[src/logic/ecc_mem_defines.svh]
`ifndef ECC_MEM_DEFINES_SVH
`define ECC_MEM_DEFINES_SVH

// Datapath sizes.
`define ECC_MEM_DATA_W      32
`define ECC_MEM_CODE_W      39
`define ECC_MEM_ADDR_W      10
`define ECC_MEM_ROW_W       8
`define ECC_MEM_WORDS       4
`define ECC_MEM_WORD_SEL_W  2
`define ECC_MEM_PORTS       2

// Cycles from the read sample edge until the row is available.
`define ECC_MEM_SRAM_DELAY  2

// APB register offsets.
`define ECC_MEM_INJ_OFFSET  12'h000
`define ECC_MEM_CNT_OFFSET  12'h004

`endif

[src/logic/ecc_mem_pkg.sv]
`include "ecc_mem_defines.svh"

package ecc_mem_pkg;

  typedef struct packed {
    logic                        en;
    logic [`ECC_MEM_ADDR_W-1:0]  addr;
    logic [`ECC_MEM_DATA_W-1:0]  data;
  } wr_req_t;

  typedef struct packed {
    logic                            en;
    logic [`ECC_MEM_ROW_W-1:0]       row;
    logic [`ECC_MEM_WORD_SEL_W-1:0]  word;
    logic [`ECC_MEM_CODE_W-1:0]      code;
  } wr_code_t;

  typedef struct packed {
    logic                        en;
    logic [`ECC_MEM_ADDR_W-1:0]  addr;
  } rd_req_t;

  typedef struct packed {
    logic                            valid;
    logic [`ECC_MEM_WORD_SEL_W-1:0]  word;
  } rd_meta_t;

  typedef logic [`ECC_MEM_WORDS-1:0][`ECC_MEM_CODE_W-1:0] row_t;

  typedef struct packed {
    logic                        valid;
    logic [`ECC_MEM_DATA_W-1:0]  data;
    logic                        serr;
    logic                        derr;
  } rd_resp_t;

  // Hamming position of data bit idx. Powers of two are left for check bits.
  function automatic logic [5:0] data_pos(input int idx);
    int cnt;
    data_pos = '0;
    cnt = 0;
    for (int p = 3; p < `ECC_MEM_CODE_W; p++) begin
      if ((p & (p - 1)) != 0) begin
        if (cnt == idx) data_pos = 6'(p);
        cnt++;
      end
    end
  endfunction

  // Each check bit covers the positions with its bit set, so the XOR of all
  // set positions gives the whole check vector at once.
  function automatic logic [5:0] hamming_check(input logic [`ECC_MEM_DATA_W-1:0] data);
    logic [5:0] chk;
    chk = '0;
    for (int i = 0; i < `ECC_MEM_DATA_W; i++) begin
      if (data[i]) chk = chk ^ data_pos(i);
    end
    return chk;
  endfunction

endpackage

[src/logic/secded_encoder.sv]
`timescale 1ns/1ps
`include "ecc_mem_defines.svh"

module secded_encoder
  import ecc_mem_pkg::*;
(
  input  wr_req_t  wr,
  output wr_code_t code
);

  logic [5:0]                 check;
  logic                       parity;
  logic [`ECC_MEM_DATA_W-1:0] data;

  assign data = wr.data;
  assign check = hamming_check(data);
  assign parity = ^{check, data};  // Makes the whole codeword even.

  always_comb begin
    code.en   = wr.en;
    code.row  = wr.addr[`ECC_MEM_ADDR_W-1:`ECC_MEM_WORD_SEL_W];
    code.word = wr.addr[`ECC_MEM_WORD_SEL_W-1:0];
    // Data sits low so a clean read needs no unpacking.
    code.code = {parity, check, data};
  end

endmodule

[config.mk]
export PLATFORM = sky130hd
export DESIGN_NAME = secded_encoder
export DESIGN_NICKNAME = d
export VERILOG_FILES = /design/src/logic/ecc_mem_pkg.sv /design/src/logic/secded_encoder.sv
export VERILOG_INCLUDE_DIRS = /design/src /design/src/logic
export SDC_FILE = /design/constraint.sdc
export NUM_CORES = 1
export LEC_CHECK = 0
export ABC_AREA = 0
export ABC_CLOCK_PERIOD_IN_PS = 4300
export BUFFER_PORTS_ARGS = -buffer_cell sky130_fd_sc_hd__buf_2
export CORE_MARGIN = 4
export CORE_UTILIZATION = 42
export DETAILED_ROUTE_END_ITERATION = 16
export PLACE_DENSITY_LB_ADDON = 0.2
export SKIP_LAST_GASP = 1
export SYNTH_ARGS = -nofsm -noshare
export SYNTH_HDL_FRONTEND = slang
export SYNTH_SLANG_ARGS = --single-unit
[constraint.sdc]
create_clock -name vclk -period 4.3
set_input_delay 0.645 -clock vclk [all_inputs]
set_output_delay 0.645 -clock vclk [all_outputs]
set_load 0.005 [all_outputs]
Word level (Yosys, flattened, before mapping)
Index checks and enable logic that the tools add are counted.
{"block": "totals", "regBits": 0, "output_inout_bits": 50, "word_cells": 4031, "in_bits": 43}
{"block": "op_classes", "mux": 2047, "reduce_logical": 32, "eq_ne": 961, "addsub": 960, "n_bitwise": 31}
{"op": "32-bit two-way mux", "count": 992}
{"op": "32-bit by 2-bit adder with 32-bit output (second input constant)", "count": 960}
{"op": "32-bit by 6-bit == test with 1-bit output (second input constant)", "count": 496}
{"op": "32-bit by 5-bit == test with 1-bit output (second input constant)", "count": 248}
{"op": "6-bit two-way mux", "count": 1023}
{"op": "32-bit by 4-bit == test with 1-bit output (second input constant)", "count": 124}
{"op": "32-bit by 3-bit == test with 1-bit output (second input constant)", "count": 62}
{"op": "32-bit by 2-bit == test with 1-bit output (second input constant)", "count": 31}
{"op": "32-bit logical NOT", "count": 31}
{"op": "6-bit bitwise XOR", "count": 31}
{"op": "3-bit two-way mux", "count": 32}
{"op": "38-bit XOR reduction", "count": 1}

Logic depth before layout (Yosys ltp)
{"block": "logic_depth", "ltp_word": 127, "depth_mapped": 6, "depth_no_buf": 5}

Worst setup path before layout
OpenSTA, ideal clock, no wires.
{"block": "synth_timing", "path_type": "input-to-output", "start": "in wr[19] (netlist name)", "end": "out code[38] (netlist name)", "arrival_ns": 2.176, "t_required_ns": 3.655, "setup_slack_ns": 1.479, "path_buffers": 1, "stages": 6, "path_cell_list": "xnor2_1 -> xnor2_1 -> xnor3_1 -> xor2_1 -> xnor3_1 -> buf_4"}
{"item": "start: declaration", "line_no": "secded_encoder.sv:7", "rtl": "input wr_req_t wr,"}
{"item": "end: declaration", "line_no": "secded_encoder.sv:8", "rtl": "output wr_code_t code"}

==> results_dict.tcl <==
set metrics [dict create \
    globalRoute.busiestLayer "met2" \
    max_slew.worst_pin.slew_ns 0.364 \
    dpl.cell_count 158 \
    power_frac_seq 0 \
    design.core.area_mm2 0.00219 \
    slew-limit-headroom 0.756 \
    post-synth-top-area-cell "sky130_fd_sc_hd__xnor2_1" \
    yosysUniqueCellTypes 5 \
    fp.dieW_um 56.0 \
    wl_per_cell_um 10.7 \
    layout-drive-gt1-share 0.569 \
    global_route_wire_length_before_repair_um 2650 \
    peakVddDrop_uv 266 \
    leakage_power_of_the_design_nw 0.537 \
    initial_utilization 0.441 \
    placement.io_buffers 71 \
    antenna_left 0 \
    critPathRequiredTime_ns 3.65 \
    finalCritPeriodShare 0.693 \
    netlist_instances 103 \
    max_freq_mhz 336 \
    power.total_uw 374 \
    power_switching_uw 151 \
    pwr-share-clk 0 \
    synthesis.area_um2 966 \
    grt.met2_usage 0.188 \
    timing.critical_path.to_type "output port" \
    min-delay-path-class "in2out" \
    first_pass_iters 2 \
    final-hold-violation-count 0 \
    classification_of_the_worst_setup_path "in2out" \
    num-fill-cells 231 \
    maximum_number_of_pins_on_one_net_before_global_route_repair 4 \
    num_vias 647 \
    layout.cells.non_filler 158 \
    setup_violations 0 \
    sequential_cell_area_um2 0 \
    post_cts_resize_count 0 \
    yosys_warnings 0 \
    detailed_place_hpwl_um 1620 \
    post_cts.repair.setup_buffers 0 \
    period_needed_ns 2.98 \
    worst_hold_path.endpoint "code[40]" \
    whs_path_depth 0 \
    globalRouteMet3Util 0.0255 \
    diodes 0 \
    timing.final.max_slew_violations 0 \
    run_status "finished, final reports clean" \
    ctsHoldBuffers 0 \
    power_density_mw_per_mm2 364 \
    source_of_the_worst_hold_timing_path "wr[33]" \
    yosys.area.top_type_share 0.345 \
    fp.dieH_um 56.0 \
    layout.sequential_cells 0 \
    p_int_uw 222 \
    boundaryPins 93 \
    grt_usage 0.0981 \
    design.die.area_mm2 0.00313 \
    drc_violations 0 \
    grt_antenna_before_repair 0 \
    num-clock-buffers 0 \
    synth.most_common_cell "sky130_fd_sc_hd__buf_4" \
    syn_nets 146 \
    grt_setup_unrepaired "false" \
    final_core_utilization 0.468 \
    detailedRoute.firstIterationViolations 6 \
    first_global_vias 647 \
    yosysSeqAreaShare 0 \
    netlist_top_cells_count "44 x sky130_fd_sc_hd__buf_4, 38 x sky130_fd_sc_hd__xnor2_1, 11 x sky130_fd_sc_hd__xor2_1" \
    drv.max_cap_violation_count 0 \
    swShare 0.405 \
    postSynthAreaPerCell_um2 9.38 \
    comb_power_share 1.000 \
    grt_overflow 0 \
    synthToLayoutAreaGrowth_pct 6.22 \
    gr-usage-met1 0.116 \
    cp_data_arrival_time_ns 2.33 \
    vias_per_cell 4.09 \
    final_net_count 175 \
    finalWeightedCongestion 0.743 \
    yosys-top-cells-area "sky130_fd_sc_hd__xnor2_1 34%, sky130_fd_sc_hd__buf_4 34%, sky130_fd_sc_hd__xnor3_1 16%" \
    path_max_fanout 3 \
    core.rowCount 17 \
    wl_um 1700 \
    setup-tns-final_ns 0 \
    cp-start-kind "primary input" \
]
-- cells by family (layout without fill, tap and decap cells) --
logic type	count (synthesis)	after routing	synth area share
XOR/XNOR	59	59	0.658
buffers and inverters	44	71	0.342
-- how the worst max path moves through the flow --
stage,from,depth (start not counted),endpoint,slack [ns]
after CTS,wr[19],7,code[38],1.30
after detailed placement,wr[19],7,code[38],1.30
final,wr[19],7,code[38],1.32
after global routing,wr[19],7,code[38],1.22
after global placement,wr[19],7,code[38],1.36
after floorplan,wr[19],6,code[38],1.48
-- layout make-up --
| cell class | count | area [um^2] | area share |
|---|---|---|---|
| timing repair buffer | 71 | 355 | 0.346 |
| multi-input combinational | 59 | 636 | 0.620 |
| tap | 28 | 35.0 | 0.0341 |
-- critical path: stages --
cell and delay, ns:
sky130_fd_sc_hd__buf_2 0.12, sky130_fd_sc_hd__xnor2_1 0.13, sky130_fd_sc_hd__xnor2_1 0.24, sky130_fd_sc_hd__xnor3_1 0.45, sky130_fd_sc_hd__xor2_1 0.20, sky130_fd_sc_hd__xnor3_1 0.41, sky130_fd_sc_hd__buf_2 0.14
-- layer usage --
metal	wire [um]	share of wire
met1	636	0.37
met2	827	0.49
met3	235	0.14
met4	0	0
met5	0	0
-- cell usage in the layout, fill, tap and decap left out --
| cell | instances |
|---|---|
| sky130_fd_sc_hd__xnor2_1 | 38 |
| sky130_fd_sc_hd__xnor3_1 | 7 |
| sky130_fd_sc_hd__buf_2 | 71 |
| sky130_fd_sc_hd__xnor2_2 | 3 |
| sky130_fd_sc_hd__xor2_1 | 11 |
-- per-stage QoR --
stage                     cell area, um^2  hold WS (ns)  worst slack, ns
after floorplan                       966          1.35             1.48
after global placement               1030          1.29             1.36
after detailed placement             1030          1.29             1.30
after CTS                            1030          1.29             1.30
after global routing                 1030          1.29             1.22
final                                1030          1.29             1.32
-- power by group through the flow --
stage / logic [mW] / clock network, mW / registers, mW
floorplan: 0.314 / 0 / 0
global placement: 0.375 / 0 / 0
detailed placement: 0.379 / 0 / 0
CTS: 0.382 / 0 / 0
global route: 0.412 / 0 / 0
finish: 0.374 / 0 / 0
No activity file was read; power rests on OpenSTA's default activity.
