## src/logic/ecc_mem_defines.svh

```systemverilog
`ifndef ECC_MEM_DEFINES_SVH
`define ECC_MEM_DEFINES_SVH

// Datapath sizes.
`define ECC_MEM_DATA_W      32
`define ECC_MEM_CODE_W      39
`define ECC_MEM_ADDR_W      10
`define ECC_MEM_ROW_W       8
`define ECC_MEM_WORDS       4
`define ECC_MEM_WORD_SEL_W  2
`define ECC_MEM_PORTS       2

// Cycles from the read sample edge until the row is available.
`define ECC_MEM_SRAM_DELAY  2

// APB register offsets.
`define ECC_MEM_INJ_OFFSET  12'h000
`define ECC_MEM_CNT_OFFSET  12'h004

`endif

```

## src/logic/ecc_mem_pkg.sv

```systemverilog
`include "ecc_mem_defines.svh"

package ecc_mem_pkg;

  typedef struct packed {
    logic                        en;
    logic [`ECC_MEM_ADDR_W-1:0]  addr;
    logic [`ECC_MEM_DATA_W-1:0]  data;
  } wr_req_t;

  typedef struct packed {
    logic                            en;
    logic [`ECC_MEM_ROW_W-1:0]       row;
    logic [`ECC_MEM_WORD_SEL_W-1:0]  word;
    logic [`ECC_MEM_CODE_W-1:0]      code;
  } wr_code_t;

  typedef struct packed {
    logic                        en;
    logic [`ECC_MEM_ADDR_W-1:0]  addr;
  } rd_req_t;

  typedef struct packed {
    logic                            valid;
    logic [`ECC_MEM_WORD_SEL_W-1:0]  word;
  } rd_meta_t;

  typedef logic [`ECC_MEM_WORDS-1:0][`ECC_MEM_CODE_W-1:0] row_t;

  typedef struct packed {
    logic                        valid;
    logic [`ECC_MEM_DATA_W-1:0]  data;
    logic                        serr;
    logic                        derr;
  } rd_resp_t;

  // Hamming position of data bit idx. Powers of two are left for check bits.
  function automatic logic [5:0] data_pos(input int idx);
    int cnt;
    data_pos = '0;
    cnt = 0;
    for (int p = 3; p < `ECC_MEM_CODE_W; p++) begin
      if ((p & (p - 1)) != 0) begin
        if (cnt == idx) data_pos = 6'(p);
        cnt++;
      end
    end
  endfunction

  // Each check bit covers the positions with its bit set, so the XOR of all
  // set positions gives the whole check vector at once.
  function automatic logic [5:0] hamming_check(input logic [`ECC_MEM_DATA_W-1:0] data);
    logic [5:0] chk;
    chk = '0;
    for (int i = 0; i < `ECC_MEM_DATA_W; i++) begin
      if (data[i]) chk = chk ^ data_pos(i);
    end
    return chk;
  endfunction

endpackage

```

## src/logic/ecc_apb_pkg.sv

```systemverilog
`include "ecc_mem_defines.svh"

package ecc_apb_pkg;

  typedef struct packed {
    logic                        psel;
    logic                        penable;
    logic                        pwrite;
    logic [11:0]                 paddr;
    logic [`ECC_MEM_DATA_W-1:0]  pwdata;
  } apb_req_t;

  typedef struct packed {
    logic [`ECC_MEM_DATA_W-1:0]  prdata;
    logic                        pready;
    logic                        pslverr;
  } apb_resp_t;

  // Register image is the struct itself in pwdata[13:0], enable at bit 13.
  typedef struct packed {
    logic        enable;
    logic [5:0]  pos1;
    logic        pos2_en;
    logic [5:0]  pos2;
  } inj_cfg_t;

endpackage

```

## src/logic/secded_decoder.sv

```systemverilog
`timescale 1ns/1ps
`include "ecc_mem_defines.svh"

module secded_decoder
  import ecc_mem_pkg::*, ecc_apb_pkg::*;
(
  input  logic                       clk,
  input  logic                       rst,
  input  logic [`ECC_MEM_CODE_W-1:0] code,
  input  rd_meta_t                   meta,
  input  inj_cfg_t                   inj,
  output rd_resp_t                   resp
);

  localparam logic [`ECC_MEM_CODE_W-1:0] BIT0 = 1;

  logic [`ECC_MEM_CODE_W-1:0] mask;
  logic [`ECC_MEM_CODE_W-1:0] word;
  logic [5:0]                 syndrome;
  logic                       odd;
  logic [`ECC_MEM_DATA_W-1:0] fixed;
  logic                       serr;
  logic                       derr;

  always_comb begin
    mask = '0;
    if (inj.enable) begin
      mask = BIT0 << inj.pos1;
      if (inj.pos2_en) mask = mask ^ (BIT0 << inj.pos2);
    end
  end

  assign word = code ^ mask;
  assign syndrome = hamming_check(word[`ECC_MEM_DATA_W-1:0]) ^
                    word[`ECC_MEM_DATA_W+5:`ECC_MEM_DATA_W];
  assign odd = ^word;

  // A syndrome pointing at a check bit leaves the data alone.
  always_comb begin
    fixed = word[`ECC_MEM_DATA_W-1:0];
    if (syndrome != '0 && odd) begin
      for (int i = 0; i < `ECC_MEM_DATA_W; i++) begin
        if (data_pos(i) == syndrome) fixed[i] = ~fixed[i];
      end
    end
  end

  assign serr = odd;                      // Covers the lone parity bit error too.
  assign derr = (syndrome != '0) && !odd;

  always_ff @(posedge clk) begin
    if (rst) begin
      resp.valid <= 1'b0;
      resp.serr  <= 1'b0;
      resp.derr  <= 1'b0;
    end else begin
      resp.valid <= meta.valid;
      resp.serr  <= meta.valid & serr;
      resp.derr  <= meta.valid & derr;
    end
  end

  always_ff @(posedge clk) begin
    resp.data <= fixed;
  end

endmodule

```

## config.mk

```make
export PLATFORM = sky130hd
export DESIGN_NAME = secded_decoder
export DESIGN_NICKNAME = d
export VERILOG_FILES = /design/src/logic/ecc_mem_pkg.sv /design/src/logic/ecc_apb_pkg.sv /design/src/logic/secded_decoder.sv
export VERILOG_INCLUDE_DIRS = /design/src /design/src/logic
export SDC_FILE = /design/constraint.sdc
export NUM_CORES = 1
export LEC_CHECK = 0
export BUFFER_PORTS_ARGS = -buffer_cell sky130_fd_sc_hd__buf_2
export CAP_MARGIN = 30
export CORE_AREA = 2 2 73 126
export DETAILED_ROUTE_END_ITERATION = 16
export DIE_AREA = 0 0 75 128
export PLACE_DENSITY = 0.75
export SYNTH_ARGS = -nofsm -noshare
export SYNTH_HDL_FRONTEND = slang
export SYNTH_SLANG_ARGS = --single-unit
```

## constraint.sdc

```tcl
create_clock -name clk -period 9.88 [get_ports clk]
set_clock_uncertainty 0.05 [all_clocks]
set_input_delay 0.988 -clock clk [delete_from_list [all_inputs] [get_ports clk]]
set_output_delay 0.988 -clock clk [all_outputs]
set_load 0.1 [all_outputs]
```

======== Word level (Yosys, flattened, before mapping) ========
Cells that the tools add are included.
word-level totals
  latch bits .............................. 0
  memory bits (read-only) ................. 0
  word-level logic and storage cells ...... 6222
  register bits after elaboration ......... 35
  output and inout port bits .............. 35
  bits in writable memories ............... 0
  bits of input ports ..................... 58
  memories ................................ 0
operators by class
  equality and inequality tests ........... 1954
  reduce and logical (&&, ||, !) cells .... 67
  divide/modulo/power cells ............... 0
  shift operators ......................... 2
  multiplexer cells ....................... 3137
  add/subtract/negate cells ............... 990
  bitwise gates (word level) .............. 68
  $mul .................................... 0
  $lt $le $gt $ge ......................... 0
operator list
  kind                                               number
  two-way mux 32 bit                                 1024
  == test 32 x 6 -> 1 bit (second input constant)    992
  adder 32 x 2 -> 32 bit (second input constant)     990
  == test 32 x 5 -> 1 bit (second input constant)    496
  two-way mux 6 bit                                  2015
  == test 32 x 4 -> 1 bit (second input constant)    248
  == test 32 x 3 -> 1 bit (second input constant)    124
  == test 32 x 2 -> 1 bit (second input constant)    62
  zero test 32 bit                                   62
  == test 6 bit                                      32
  two-way mux 3 bit                                  64
  XOR 6 bit                                          32
  two-way mux 39 bit                                 2
  left shift 1 x 6 -> 39 bit (first input constant)  2
  XOR 39 bit                                         2
  XOR reduction 39 bit                               1
  two-way mux 1 bit                                  32
  inverter 1 bit                                     32
  nonzero test 6 bit                                 1
  AND 1 bit                                          2
  logical AND 1 bit                                  2
  zero test 1 bit                                    1

======== Longest topological paths before layout ========
  depth after elaboration ................. 201
  depth in mapped cells ................... 14
  depth with buffers taken out ............ 10

======== Least setup slack after synthesis ========
Ideal clock, no wire load.
  path kind ............................... input-to-reg
  from .................................... input port inj[8] in the netlist's numbering
  to ...................................... register resp[25] in the netlist's numbering
  required time ........................... 9.699 ns
  setup slack ............................. 5.269 ns
  setup time .............................. 0.131 ns
  cell stages on the path ................. 12
  arrival time ............................ 4.430 ns
  buffers on the path ..................... 2
  path through ............................ clkbuf_1 -> or4_1 -> a211oi_1 -> o21ai_1 -> xnor3_2 -> xnor3_2 -> xor2_4 -> xor3_2 -> nor3_4 -> buf_4 -> o221ai_1 -> xor2_1
between the ends
  cells in the longest elaborated chain, start to end .. 72
  elaborated cells on any way between the ends .. 76
  classes of those cells .................. eq/ne: 1; shift: 1; mux: 36; bitwise: 35; reduce/logical: 3
RTL lines
  item                                                    line                                        source
  start: declaration                                      secded_decoder.sv:11                        input inj_cfg_t inj,
  left shift 1 x 6 -> 39 bit *                            secded_decoder.sv:28                        mask = BIT0 << inj.pos1;
  XOR 39 bit                                              secded_decoder.sv:29                        if (inj.pos2_en) mask = mask ^ (BIT0 << inj.pos2);
  two-way mux 39 bit *                                    secded_decoder.sv:29
  two-way mux 39 bit *                                    secded_decoder.sv:27                        if (inj.enable) begin
  XOR 39 bit *                                            secded_decoder.sv:33                        assign word = code ^ mask;
  two-way mux 6 bit                                       ecc_mem_pkg.sv:56                           if (data[i]) chk = chk ^ data_pos(i);
  XOR 6 bit                                               ecc_mem_pkg.sv:56
  two-way mux 6 bit                                       ecc_mem_pkg.sv:56
  [57 not listed]                                         -
  two-way mux 6 bit                                       ecc_mem_pkg.sv:56
  XOR 6 bit                                               ecc_mem_pkg.sv:56
  two-way mux 6 bit                                       ecc_mem_pkg.sv:56
  XOR 6 bit                                               secded_decoder.sv:34                        assign syndrome = hamming_check(word[`ECC_MEM_DATA_W-1:0]) ^
  == test 6 bit or nonzero test 6 bit (tied branches)     secded_decoder.sv:43, secded_decoder.sv:41
  two-way mux 1 bit or logical AND 1 bit (tied branches)  secded_decoder.sv:43, secded_decoder.sv:41
  two-way mux 32 bit *                                    secded_decoder.sv:41                        if (syndrome != '0 && odd) begin
  via fixed[23]                                           secded_decoder.sv:21                        logic [`ECC_MEM_DATA_W-1:0] fixed;
  end: declaration                                        secded_decoder.sv:12                        output rd_resp_t resp
Mark *: on every way through the listed nets, which the timed path passes. The rest lies on a longest branch.
A chain may end at the register's enable or synchronous reset.

======== Final worst setup path ========
  from .................................... input port inj[11] in the netlist's numbering
  to ...................................... register resp[15] in the netlist's numbering
The elaborated chain is that of the path after synthesis.

==> results.md <==
* Most common cell after layout, fill and taps aside: buf_2
* Layout cells sized above 1 at 25.53%
* Crit share post-route at 57.55%
* Worst vdd ir at 0.1256 mV
* CTS Hold Bufs at 0
* CTS Buf Count at 5
* Die Y at 128 um
* Sink Count at 35
* Outcome: complete, no violations
* Hold_sp: rst
* Starting DRC count in detailed routing at 418
* Starting Density at 50.41%
* Layout area overhead at 13.37%
* Largest Register: resp
* CP max FO at 12
* FMAX at 175.9 MHz
* Syn_area_per_cell at 9.545 um2
* Final Util at 57.15%
* Fin crit period at 5.686 ns
* Fin. max-slew vios at 0
* Die area at 9600 um2
* # IOs at 93
* Met3 WL at 833 um
* Post-CTS setup buffer count at 0
* Clk root buf: clkbuf_16
* Total grt overflow at 0
* Hold Path Class: in -> reg
* Most used cell, CP: xnor3_2
* Setup crit end kind: register
* Synthesis-stage register bit count at 35
* Synth unique cells at 64
* Biggest regs: resp x35
* Vias in the first global route at 4083
* WL met2 at 7518 um
* Max_slew headroom at 39.50%
* Routed length per instance at 21.59 um
* First-pass GRT wire length at 21510 um
* Clock transition at path regs at 0.05 ns
* Cts repair resizes at 0
* MaxCap Viol Count at 0
* Final estimated routing congestion in global placement at 0.9477
* Post-Synthesis Cell Area at 4343 um2
* Row count at 45
* Flip-flop count of the largest register after layout at 35
* Actual slew at the worst max-slew pin at 0.9011 ns
* Hold Path Cell Cnt at 2
* DR top layer: met4
* Post-synth EDFFs at 0
* Wire length on met1 at 4680 um
* Number of detailed-route iterations in the first pass at 5
* DRC at 0
* N_diodes at 0
* PD cells at 205.5 nW/um2
* Worst path arrival time at 5.78 ns
* Cells after synthesis at 455
* Async SR Flop Fraction at 0%
* LEAKAGE at 0.001686 uW
* Main synth FF type: dfxtp_1
* Clock buffer depth at 2
* Critical path class: in -> reg
* Crit path cell chain: buf_2, nor2b_1, nand2_1, o211ai_1, xnor3_2, xnor3_2, xor2_4, xor3_1, nor3b_1, o221ai_1, xor2_1
* Worst setup SP type: primary input
* Mapped Nets at 513
* Critical path required time at 9.98 ns
* Final setup viols at 0
* Final setup TNS at 0 ns
* Core Footprint at 8615 um2
* Antenna violations before repair at 0
* Vias at 4220
* Drt total wl at 13780 um
* Post-synthesis sequential area ratio at 16.13%
* Nets at 578
* WHS Endpoint: resp[34]
* H-Tree Depth at 2
* CTS tree: yes
* Post-DP HPWL at 10690 um
* Overall die width at 75 um
* RSZ-0062 raised after global routing: false
* Number of buffers added on ports at 90
* Most frequent cells in the layout: buf_2, xnor2_1, xor2_1
* Max incr delay on CP at 0.71 ns
* Slowest stage cell, crit path: nor3b_1
* Pin count of the biggest net entering global routing at 30
* Ys Warns at 0
* Via density at 6.614
* Global Route Usage Sum at 29.21%
* Post-DRT Antenna Nets at 0
* Final Hold Viols at 0
==> cells in the mapped netlist, drive strengths merged, types with 6 or more instances <==
| cell type | number | share of area, % |
|---|---|---|
| xnor3 | 20 | 10 |
| clkbuf | 14 | 1.2 |
| xor2 | 52 | 11 |
| nor2 | 9 | 0.78 |
| nand4bb | 6 | 1.6 |
| nand2b | 7 | 1.0 |
| nor4bb | 7 | 1.6 |
| o32ai | 12 | 2.4 |
| dfxtp | 35 | 16 |
| o221ai | 27 | 5.4 |
| o311ai | 12 | 2.6 |
| buf | 20 | 2.5 |
| nand3 | 15 | 1.8 |
| xnor2 | 60 | 12 |
| a221oi | 6 | 1.2 |
| nand2 | 7 | 0.66 |
| or4b | 7 | 1.6 |
| nor3 | 14 | 3.1 |
| nor4b | 6 | 1.5 |
| a21oi | 18 | 2.1 |
| o211ai | 39 | 6.9 |
==> metrics by stage <==
step | worst slack (ns) | total power [uW] | std cells | hold slack (ns) | cell area [um2]
floorplan | 5.269 | 727.8 | 455 | 1.029 | 4343
global placement | 3.659 | 839.9 | 628 | 1.130 | 4776
detailed placement | 4.048 | 854.3 | 630 | 1.137 | 4786
CTS | 4.345 | 999.6 | 638 | 0.8517 | 4923
global route | 4.068 | 1056 | 638 | 0.8629 | 4923
finish | 4.194 | 1012 | 638 | 0.8487 | 4923
==> metal layers <==
metal  track usage (%)  up-vias
met5                 0        -
met4             17.44        0
met3             2.280       54
met2             52.27      265
met1             32.04     1989
li1                  -     1912
==> critical path: cells and delay by family <==
family,cells,cell delay (ns)
buffers and inverters,1,0.18
AOI/OAI and AO/OA,2,0.92
xor gates and xnor gates,5,2.02
and+or+nand+nor,3,1.66
==> worst max path at each step <==
stage	slack [ns]	endpoint	start	cells after the start
2_1_floorplan	5.27	resp[25]	inj[8]	12
3_3_place_gp	3.66	resp[4]	inj[11]	11
3_5_place_dp	4.05	resp[15]	inj[11]	11
4_1_cts	4.34	resp[15]	inj[11]	11
5_1_grt	4.07	resp[2]	inj[11]	12
6_report	4.19	resp[15]	inj[11]	11
==> cell type report <==
| type | count | area [um2] |
|---|---|---|
| inverter | 1 | 3.754 |
| tap | 117 | 146.4 |
| sequential | 35 | 700.7 |
| fill | 795 | 3691 |
| timing repair buffer | 92 | 460.4 |
| multi-input combinational | 385 | 3475 |
| clock inverter | 1 | 5.005 |
| clock buffer | 7 | 132.6 |
==> logic make-up (layout without fill, tap and decap cells) <==
kind of cell,Yosys count,count (layout),synth area share (%)
xor gates and xnor gates,136,136,35.70
buffers and inverters,35,101,3.861
and+or+nand+nor,117,117,20.74
DFF,35,35,16.13
AOI/OAI and AO/OA,132,132,23.57
==> report_power, final <==
group | switching, uW | internal (uW) | total, uW
Clock | 52.2 | 92.8 | 145
Combinational | 498 | 201 | 699
Sequential | 4.23 | 164 | 168
Total | 554 | 457 | 1010
Note: power is estimated with default switching activity, not from simulation.
