`src/logic/ecc_mem_defines.svh`:
```
`ifndef ECC_MEM_DEFINES_SVH
`define ECC_MEM_DEFINES_SVH

// Datapath sizes.
`define ECC_MEM_DATA_W      32
`define ECC_MEM_CODE_W      39
`define ECC_MEM_ADDR_W      10
`define ECC_MEM_ROW_W       8
`define ECC_MEM_WORDS       4
`define ECC_MEM_WORD_SEL_W  2
`define ECC_MEM_PORTS       2

// Cycles from the read sample edge until the row is available.
`define ECC_MEM_SRAM_DELAY  2

// APB register offsets.
`define ECC_MEM_INJ_OFFSET  12'h000
`define ECC_MEM_CNT_OFFSET  12'h004

`endif

```
`src/logic/ecc_mem_pkg.sv`:
```
`include "ecc_mem_defines.svh"

package ecc_mem_pkg;

  typedef struct packed {
    logic                        en;
    logic [`ECC_MEM_ADDR_W-1:0]  addr;
    logic [`ECC_MEM_DATA_W-1:0]  data;
  } wr_req_t;

  typedef struct packed {
    logic                            en;
    logic [`ECC_MEM_ROW_W-1:0]       row;
    logic [`ECC_MEM_WORD_SEL_W-1:0]  word;
    logic [`ECC_MEM_CODE_W-1:0]      code;
  } wr_code_t;

  typedef struct packed {
    logic                        en;
    logic [`ECC_MEM_ADDR_W-1:0]  addr;
  } rd_req_t;

  typedef struct packed {
    logic                            valid;
    logic [`ECC_MEM_WORD_SEL_W-1:0]  word;
  } rd_meta_t;

  typedef logic [`ECC_MEM_WORDS-1:0][`ECC_MEM_CODE_W-1:0] row_t;

  typedef struct packed {
    logic                        valid;
    logic [`ECC_MEM_DATA_W-1:0]  data;
    logic                        serr;
    logic                        derr;
  } rd_resp_t;

  // Hamming position of data bit idx. Powers of two are left for check bits.
  function automatic logic [5:0] data_pos(input int idx);
    int cnt;
    data_pos = '0;
    cnt = 0;
    for (int p = 3; p < `ECC_MEM_CODE_W; p++) begin
      if ((p & (p - 1)) != 0) begin
        if (cnt == idx) data_pos = 6'(p);
        cnt++;
      end
    end
  endfunction

  // Each check bit covers the positions with its bit set, so the XOR of all
  // set positions gives the whole check vector at once.
  function automatic logic [5:0] hamming_check(input logic [`ECC_MEM_DATA_W-1:0] data);
    logic [5:0] chk;
    chk = '0;
    for (int i = 0; i < `ECC_MEM_DATA_W; i++) begin
      if (data[i]) chk = chk ^ data_pos(i);
    end
    return chk;
  endfunction

endpackage

```
`src/logic/ecc_apb_pkg.sv`:
```
`include "ecc_mem_defines.svh"

package ecc_apb_pkg;

  typedef struct packed {
    logic                        psel;
    logic                        penable;
    logic                        pwrite;
    logic [11:0]                 paddr;
    logic [`ECC_MEM_DATA_W-1:0]  pwdata;
  } apb_req_t;

  typedef struct packed {
    logic [`ECC_MEM_DATA_W-1:0]  prdata;
    logic                        pready;
    logic                        pslverr;
  } apb_resp_t;

  // Register image is the struct itself in pwdata[13:0], enable at bit 13.
  typedef struct packed {
    logic        enable;
    logic [5:0]  pos1;
    logic        pos2_en;
    logic [5:0]  pos2;
  } inj_cfg_t;

endpackage

```
`src/logic/ecc_csr_apb.sv`:
```
`timescale 1ns/1ps
`include "ecc_mem_defines.svh"

module ecc_csr_apb
  import ecc_mem_pkg::*, ecc_apb_pkg::*;
(
  input  logic      clk,
  input  logic      rst,
  input  apb_req_t  apb_req,
  output apb_resp_t apb_resp,
  input  rd_resp_t  resp [`ECC_MEM_PORTS],
  output inj_cfg_t  inj
);

  logic        access;
  logic        hit_inj;
  logic        hit_cnt;
  logic [15:0] serr_cnt;
  logic [15:0] derr_cnt;
  logic [1:0]  serr_inc;
  logic [1:0]  derr_inc;

  function automatic logic [15:0] sat_add(input logic [15:0] cnt, input logic [1:0] inc);
    logic [16:0] sum;
    sum = {1'b0, cnt} + {15'b0, inc};
    return sum[16] ? 16'hffff : sum[15:0];
  endfunction

  assign access  = apb_req.psel && apb_req.penable;
  assign hit_inj = apb_req.paddr == `ECC_MEM_INJ_OFFSET;
  assign hit_cnt = apb_req.paddr == `ECC_MEM_CNT_OFFSET;

  // Both ports can flag in one cycle.
  always_comb begin
    serr_inc = '0;
    derr_inc = '0;
    for (int p = 0; p < `ECC_MEM_PORTS; p++) begin
      serr_inc = serr_inc + 2'(resp[p].valid & resp[p].serr);
      derr_inc = derr_inc + 2'(resp[p].valid & resp[p].derr);
    end
  end

  always_ff @(posedge clk) begin
    if (rst) begin
      inj <= '0;
    end else if (access && apb_req.pwrite && hit_inj) begin
      inj <= inj_cfg_t'(apb_req.pwdata[$bits(inj_cfg_t)-1:0]);
    end
  end

  // Any write to the counter register clears both counts.
  always_ff @(posedge clk) begin
    if (rst) begin
      serr_cnt <= '0;
      derr_cnt <= '0;
    end else if (access && apb_req.pwrite && hit_cnt) begin
      serr_cnt <= '0;
      derr_cnt <= '0;
    end else begin
      serr_cnt <= sat_add(serr_cnt, serr_inc);
      derr_cnt <= sat_add(derr_cnt, derr_inc);
    end
  end

  always_comb begin
    apb_resp.pready  = 1'b1;                  // No wait states.
    apb_resp.pslverr = access && !hit_inj && !hit_cnt;
    apb_resp.prdata  = '0;
    if (hit_inj) begin
      apb_resp.prdata = {{(`ECC_MEM_DATA_W - $bits(inj_cfg_t)){1'b0}}, inj};
    end else if (hit_cnt) begin
      apb_resp.prdata = {derr_cnt, serr_cnt};
    end
  end

endmodule

```
`config.mk`:
```
export PLATFORM = sky130hd
export DESIGN_NAME = ecc_csr_apb
export DESIGN_NICKNAME = d
export VERILOG_FILES = /design/src/logic/ecc_mem_pkg.sv /design/src/logic/ecc_apb_pkg.sv /design/src/logic/ecc_csr_apb.sv
export VERILOG_INCLUDE_DIRS = /design/src /design/src/logic
export SDC_FILE = /design/constraint.sdc
export NUM_CORES = 1
export LEC_CHECK = 0
export CAP_MARGIN = 20
export CORE_UTILIZATION = 56
export DETAILED_ROUTE_END_ITERATION = 16
export DONT_BUFFER_PORTS = 1
export GPL_TIMING_DRIVEN = 0
export PLACE_DENSITY = 0.74
export SYNTH_ARGS = -nofsm -noshare
export SYNTH_HDL_FRONTEND = slang
export SYNTH_SLANG_ARGS = --single-unit
```
`constraint.sdc`:
```
create_clock -name clk -period 1.9 [get_ports clk]
set_input_delay 0.285 -clock clk [delete_from_list [all_inputs] [get_ports clk]]
set_output_delay 0.285 -clock clk [all_outputs]
set_load 0.01 [all_outputs]
```
**Word level (Yosys, flattened, before mapping)**

Cells that the tools add are included.

- Add/sub/neg operators: 4
- Equality and inequality tests: 1
- Mux-type cells: 4
- Bitwise operators: 4
- Reduce and logical (&&, ||, !) cells: 10

Operators with widths:

| cell | count |
|---|---|
| $mux W32 | 2 |
| $add A16 B2 Y17 | 2 |
| $mux W16 | 2 |
| $eq A12 B3 Y1 const B | 1 |
| $logic_not A12 Y1 | 1 |
| $logic_and A1 B1 Y1 | 6 |
| $add A1 B1 Y2 | 2 |
| $and A1 B1 Y1 | 4 |
| $logic_not A1 Y1 | 2 |
| $reduce_or A2 Y1 | 1 |

- Register bits: 46
- Input port bits: 119
- Output and inout bits: 48
- Logic and storage cells: 29

**Longest topological paths before layout**

Gate-level depths: netlist of run 1.

- Word-level depth: 4
- Gate-level depth with buffers: 8
- Depth with buffers taken out: 7

**Worst setup path before layout of run 1**

OpenSTA, ideal clock, no wires.

- Path kind: in2reg
- Start point: input port resp[69] in the netlist's numbering
- End point: register derr_cnt[10]
- Library setup time: 0.133 ns
- Arrival time: 1.864 ns
- Required time: 1.767 ns
- Setup slack: -0.096 ns
- Stages: 8
- Path buffers: 1
- Cell sequence: and2_1 fa_1 ha_1 nand4_1 nor2_1 nand3b_1 clkbuf_1 a21oi_1

- Word-level cells in the longest chain between the ends: 4

RTL lines:

| item | line | RTL |
|---|---|---|
| from (decl) | ecc_csr_apb.sv:11 | `` input rd_resp_t resp [`ECC_MEM_PORTS], `` |
| $and A1 B1 Y1 | ecc_csr_apb.sv:39 | `derr_inc = derr_inc + 2'(resp[p].valid & resp[p].derr);` |
| $add A1 B1 Y2 | ecc_csr_apb.sv:39 |  |
| $add A16 B2 Y17 | ecc_csr_apb.sv:25 | `sum = {1'b0, cnt} + {15'b0, inc};` |
| $mux W16 | ecc_csr_apb.sv:26 | `return sum[16] ? 16'hffff : sum[15:0];` |
| to (signal assigned) | ecc_csr_apb.sv:61 | `derr_cnt <= sat_add(derr_cnt, derr_inc);` |
| to (decl) | ecc_csr_apb.sv:19 | `logic [15:0] derr_cnt;` |

Every way passes these cells.
A chain may end at the register's enable or synchronous reset.

**Final worst setup path of run 1**

- Start point: register derr_cnt[0]
- End point: register derr_cnt[7]

- Word-level cells in the longest chain between the ends: 2

RTL lines:

| item | line |
|---|---|
| $add A16 B2 Y17 | ecc_csr_apb.sv:25 |
| $mux W16 | ecc_csr_apb.sv:26 |

Every way passes these cells.

==> results_dict.tcl, run 1 <==
set metrics [dict create \
    fp.dieH_um 67.16 \
    cp_max_fo 5 \
    seqCellArea_um2 927.1 \
    grt_pass1_wl_um 8956 \
    cp.depth 8 \
    drive_above_1_share_pct 18.58 \
    reg2regPathDepth 8 \
    p_seq_share_pct 58.7 \
    hold_slack_ns 0.1166 \
    rows 23 \
    slowest_stage "dfxtp_2" \
    synth_area_leaders "dfxtp_1, a21oi_1, nand2_1" \
    utilization_pct 68.14 \
    pin_count 167 \
    required_ns 2.14 \
    cp.buffers_inverters 2 \
    min_period_ns 1.848 \
    crit_type "flop to flop" \
    insertedDiodeCount 0 \
    vdd_drop_max_mv 0.4295 \
    p_clk_share_pct 35.4 \
    fin_cells 346 \
    cp-start-kind "flop" \
    synth_area_leader_cell "dfxtp_1" \
    yosysSeqAreaShare_pct 38.74 \
    tritoncts "built" \
    clock_sinks 46 \
    finalWorstSetupSlack_ns 0.05219 \
    grt.total_usage_pct 26.95 \
    post-place-cells 334 \
    grt_overflow 0 \
    ys_warn_count 0 \
    worst_hold_path.num_cells 2 \
    synth_edf_count 0 \
    fmax_mhz 541.2 \
    max_stage_delay_ns 0.34 \
    first_iter_violations 132 \
    period_share_pct 97.25 \
    cts.clk_slew.worst_paths_ns 0.08 \
    antenna_found_initial 0 \
    yosysMostFrequentCell "dfxtp_1" \
    die-width_um 67.16 \
    worst_skew_pair.late_latency_ns 0.30 \
    p_sw_share_pct 23.05 \
    viasPerCell 6.147 \
    fill_cells 337 \
    finalHoldViolations 0 \
    grt_max_degree 13 \
    core_mm2 0.004029 \
    p_int_mw 1.303 \
    syn-cell-area_mm2 0.002377 \
    finalSetupViolCount 0 \
    routed_wl_um 6098 \
    status "complete, no violations" \
    first_pass_iters 4 \
    crit_family "simple AND/OR/NAND/NOR gates" \
    p_per_area_mw_per_mm2 616.7 \
    async_flop_share_pct 0 \
    syn-mean-instance-area_um2 8.371 \
    vias 2127 \
    path_cells "fa_2 > ha_4 > nand4_1 > nor2_2 > nand3b_1 > buf_6 > clkbuf_16 > a21oi_1" \
    maxSlewViolCount 0 \
    cts_buffer_depth 2 \
    comb_power_share_pct 6.0 \
    avgRoutedWirePerCell_um 17.62 \
    cts_inserted_buffers 5 \
    first_global_vias 1801 \
    synthCells 284 \
    synth_top_area_share_pct 38.74 \
    maxCapViolations 0 \
    gp_congestion 0.8213 \
    leakagePower_nw 0.9408 \
    drtAntennaViolNets 0 \
    fin_skew_ns 0.003295 \
    portBuffers 0 \
    h-tree-depth 2 \
    rsz0062_at_grt "true" \
    switching_power_mw 0.3903 \
    synth_commonest_cells "dfxtp_1, nand2_1, a21oi_1" \
    cts_root_buf "clkbuf_8" \
    ys_ff_latch 46 \
    end_kind "flop" \
    hold_class "input port to flop" \
    yosysUniqueCellTypes 45 \
    dpl.hpwl_um 4261 \
    die-area_mm2 0.004510 \
    initial_utilization_pct 59.01 \
    fin_nets 420 \
    route.detailed.drc 0 \
    multi_input_area_mm2 0.001448 \
    synthToLayoutAreaGrowth_pct 15.47 \
    dp_slack_ns -0.2942 \
    postSynth.topFlopCell "dfxtp_1" \
    arrival_ns 2.09 \
    reg2reg_slack_ns 0.05 \
    syn_nets 407 \
]
routing by layer:
layer / GRT usage, % / part of all wire (%) / up-vias
met3: 6.757 / 7.3 / 7
met1: 37.88 / 46 / 1004
met4: 9.574 / 1.1 / 0
li1: - / - / 1039
met5: 0 / 0 / -
met2: 39.75 / 46 / 77
metrics by stage:
| step | power [mW] | setup TNS [ns] | cell area (um^2) |
|---|---|---|---|
| 6_report | 1.693 | 0 | 2745 |
| 5_1_grt | 1.754 | -0.1484 | 2745 |
| 4_1_cts | 1.674 | 0 | 2587 |
| 3_5_place_dp | 1.093 | -6.230 | 2446 |
| 3_3_place_gp | 1.091 | -4.824 | 2446 |
| 2_1_floorplan | 1.074 | 0 | 2384 |
state kept, by name (all words and copies together), names as in the netlist:
register,count
serr_cnt,16
derr_cnt,16
inj,14
cells by family after synthesis:
logic type	after synthesis	synth area share, %
buf+inv	26	5.684
fa+ha+maj	4	2.737
compound gates	69	19.00
xor+xnor	17	6.263
flops	46	38.74
mux	2	0.8421
other cells	1	0.1577
simple gates	119	26.58
cell usage in the layout (no fill, tap or decap), types with 6 or more instances in the layout:
cell      count
nand2_1      39
nor2_1       11
inv_1         8
a22o_1       13
buf_6         6
clkbuf_1      7
and3_1       19
a21oi_2       6
a21oi_1      31
nand3_1       8
clkbuf_8      6
dfxtp_1      41
nor3_1        7
buf_4         6
nand4_1       7
xnor2_1      16
path summary, 6_finish.rpt:
path	end	from
max	derr_cnt[7]	derr_cnt[0]
min	inj[7]	apb_req[7]
max reg2reg	derr_cnt[7]	derr_cnt[0]
min reg2reg	inj[9]	inj[9]
power by group through the flow:
| stage | sequential (mW) | combinational (mW) | clock, mW |
|---|---|---|---|
| global placement | 1.01 | 0.0790 | 0 |
| detailed placement | 1.01 | 0.0811 | 0 |
| CTS | 0.991 | 0.0864 | 0.597 |
| floorplan | 1.01 | 0.0652 | 0 |
| global route | 0.995 | 0.115 | 0.645 |
| finish | 0.993 | 0.101 | 0.599 |
final cells by class:
class / count / area share [%]
plain buffers: 17 / 4.284
clock buffers: 6 / 3.008
inverters: 8 / 1.094
multi-input cells: 212 / 52.73
flip-flops and latches: 46 / 33.77
well taps: 50 / 2.279
repair buffers: 7 / 2.826
timing repair:
item | in CTS | in global routing
gates resized for setup | 14 | 22
setup endpoints to repair | 42 | 45
gates cloned | 0 | 1
pin swaps | 2 | 7
buffers inserted | 1 | 5
hold buffers | 0 | 0
No activity file was read; power rests on OpenSTA's default activity.
==> run 2: changes to the inputs <==
- CORE_UTILIZATION: 56 -> 59
- CTS_BUF_LIST: unset -> sky130_fd_sc_hd__clkbuf_8
- PLACE_DENSITY: 0.74 -> 0.78
- REMOVE_ABC_BUFFERS: unset -> 1
==> run 2 against run 1 <==
Net effect: cell area shrank 4.1%; sequential power is essentially flat; global-route usage grew 0.45 points; critical path depth shrank 4.
==> results_dict.tcl, run 2 (synthesis results as in run 1) <==
set metrics [dict create \
    status "complete, no violations" \
    fp.dieH_um 65.48 \
    critical_path.reg2reg.startpoint "serr_cnt[9]" \
    first_global_vias 1880 \
    rsz0062_at_grt "false" \
    routed_wl_um 5801 \
    finalSetupViolCount 0 \
    finalWorstSetupSlack_ns 0.06988 \
    period_share_pct 96.32 \
    grt_max_degree 30 \
    fin_skew_ns 0.003938 \
    maxCapViolations 0 \
    maxSlewViolCount 0 \
    grt_pass1_wl_um 8694 \
    p_seq_share_pct 50.8 \
    cts_inserted_buffers 5 \
    initial_utilization_pct 63.04 \
    fmax_mhz 546.4 \
    comb_power_share_pct 3.6 \
    p_per_area_mw_per_mm2 742.0 \
    dpl.hpwl_um 3571 \
    drive_above_1_share_pct 15.25 \
    cts.clk_slew.worst_paths_ns 0.08 \
    crit_type "flop to flop" \
    cp.buffers_inverters 0 \
    switching_power_mw 0.3848 \
    synthToLayoutAreaGrowth_pct 10.74 \
    first_iter_violations 190 \
    insertedDiodeCount 0 \
    tritoncts "built" \
    min_period_ns 1.830 \
    route.detailed.drc 0 \
    fin_nets 404 \
    end_kind "flop" \
    hold_class "input port to flop" \
    portBuffers 0 \
    leakagePower_nw 0.9034 \
    clock_sinks 46 \
    slew_headroom_pct 56.70 \
    utilization_pct 69.81 \
    hold_start "rst" \
    fill_cells 305 \
    reg_top3 "derr_cnt x16, serr_cnt x16, inj x14" \
    cp-start-kind "flop" \
    path_cells "nand4_4 > or2_4 > or4_4 > a21oi_1" \
    design_area_mm2 0.002633 \
    crit_family "simple AND/OR/NAND/NOR gates" \
    vdd_drop_max_mv 0.5491 \
    core_mm2 0.003771 \
    vias 2152 \
    first_pass_iters 4 \
    rows 22 \
    cp-startpoint "serr_cnt[9]" \
    h-tree-depth 2 \
    gp_congestion 0.8322 \
    power.total_mw 1.953 \
    grt.total_usage_pct 27.40 \
    slowest_stage "or4_4" \
    place_area_mm2 0.002332 \
    p_clk_share_pct 45.6 \
    finalHoldViolations 0 \
    arrival_ns 2.06 \
    max_stage_delay_ns 0.63 \
    cts_root_buf "clkbuf_8" \
    worst_pin_slew_ns 0.6476 \
    p_int_mw 1.568 \
    cts_buffer_depth 2 \
    dp_slack_ns -1.026 \
    worst_skew_pair.late_latency_ns 0.31 \
    required_ns 2.13 \
    drtAntennaViolNets 0 \
    die-area_mm2 0.004287 \
    antenna_found_initial 0 \
    layout_common_cells "dfxtp_1, nand2_1, a21oi_1, and3_1, xnor2_1" \
    die-width_um 65.48 \
    grt_overflow 0 \
    cts-hold-fix-buffers 0 \
    p_sw_share_pct 19.70 \
    avgRoutedWirePerCell_um 17.58 \
    mostFrequentLayoutCell "dfxtp_1" \
    viasPerCell 6.521 \
    cp_max_fo 11 \
    pin_count 167 \
]
==> run 2: cell types whose count changed in the layout (fill, tap and decap cells not counted), sizes merged <==
| cell | previous run | this run |
|---|---|---|
| and3 | 21 | 22 |
| buf | 15 | 7 |
| clkbuf | 15 | 6 |
| bufinv | 0 | 2 |
==> run 2: repair_timing <==
| item | in CTS | in global routing |
|---|---|---|
| setup buffers | 3 | 4 |
| endpoints found under the hold margin | 0 | 0 |
| resized for setup | 13 | 10 |
| pin swaps | 4 | 4 |
| cloned | 0 | 1 |
| setup endpoints to repair | 62 | 41 |
==> run 2: final timing paths <==
| kind | slack, ns | endpoint | cells past startpoint |
|---|---|---|---|
| worst min-delay path | 0.03 | inj[5] | 1 |
| worst max register to register | 0.07 | serr_cnt[2] | 4 |
| worst max-delay path | 0.07 | serr_cnt[2] | 4 |
| worst min register to register | 0.51 | inj[5] | 2 |
==> run 2: per-layer routing <==
metal	track usage (%)	up-vias	part of all wire, %
li1	-	1025	-
met1	35.64	1005	42
met2	42.14	114	47
met3	9.028	8	9.5
met4	9.783	0	1.3
met5	0	-	0
==> run 2: per-stage QoR <==
step            TNS (ns)  std cells  hold WS [ns]
2_1_floorplan     -4.546        266        0.3541
3_3_place_gp      -24.76        314        0.3557
3_5_place_dp      -27.60        314        0.3570
4_1_cts        -0.005163        325       0.02572
5_1_grt                0        330       0.01356
6_report               0        330       0.03243
==> run 2: final cells by class <==
| cell class | count | area, um^2 | share of cell area [%] |
|---|---|---|---|
| inverter | 8 | 30.03 | 1.141 |
| multi-input combinational | 213 | 1410 | 53.56 |
| timing repair buffer | 7 | 65.06 | 2.471 |
| clock buffer | 6 | 82.58 | 3.137 |
| tap | 48 | 60.06 | 2.281 |
| clock inverter | 2 | 60.06 | 2.281 |
| sequential | 46 | 924.6 | 35.12 |
==> run 2: power by group through the flow <==
stage          clock [mW]  sequential [mW]  combinational, mW
2_1_floorplan           0             1.01             0.0483
3_3_place_gp            0             1.01             0.0569
3_5_place_dp            0             1.01             0.0584
4_1_cts             0.905            0.991             0.0628
5_1_grt             0.947            0.995             0.0808
6_report            0.890            0.993             0.0707
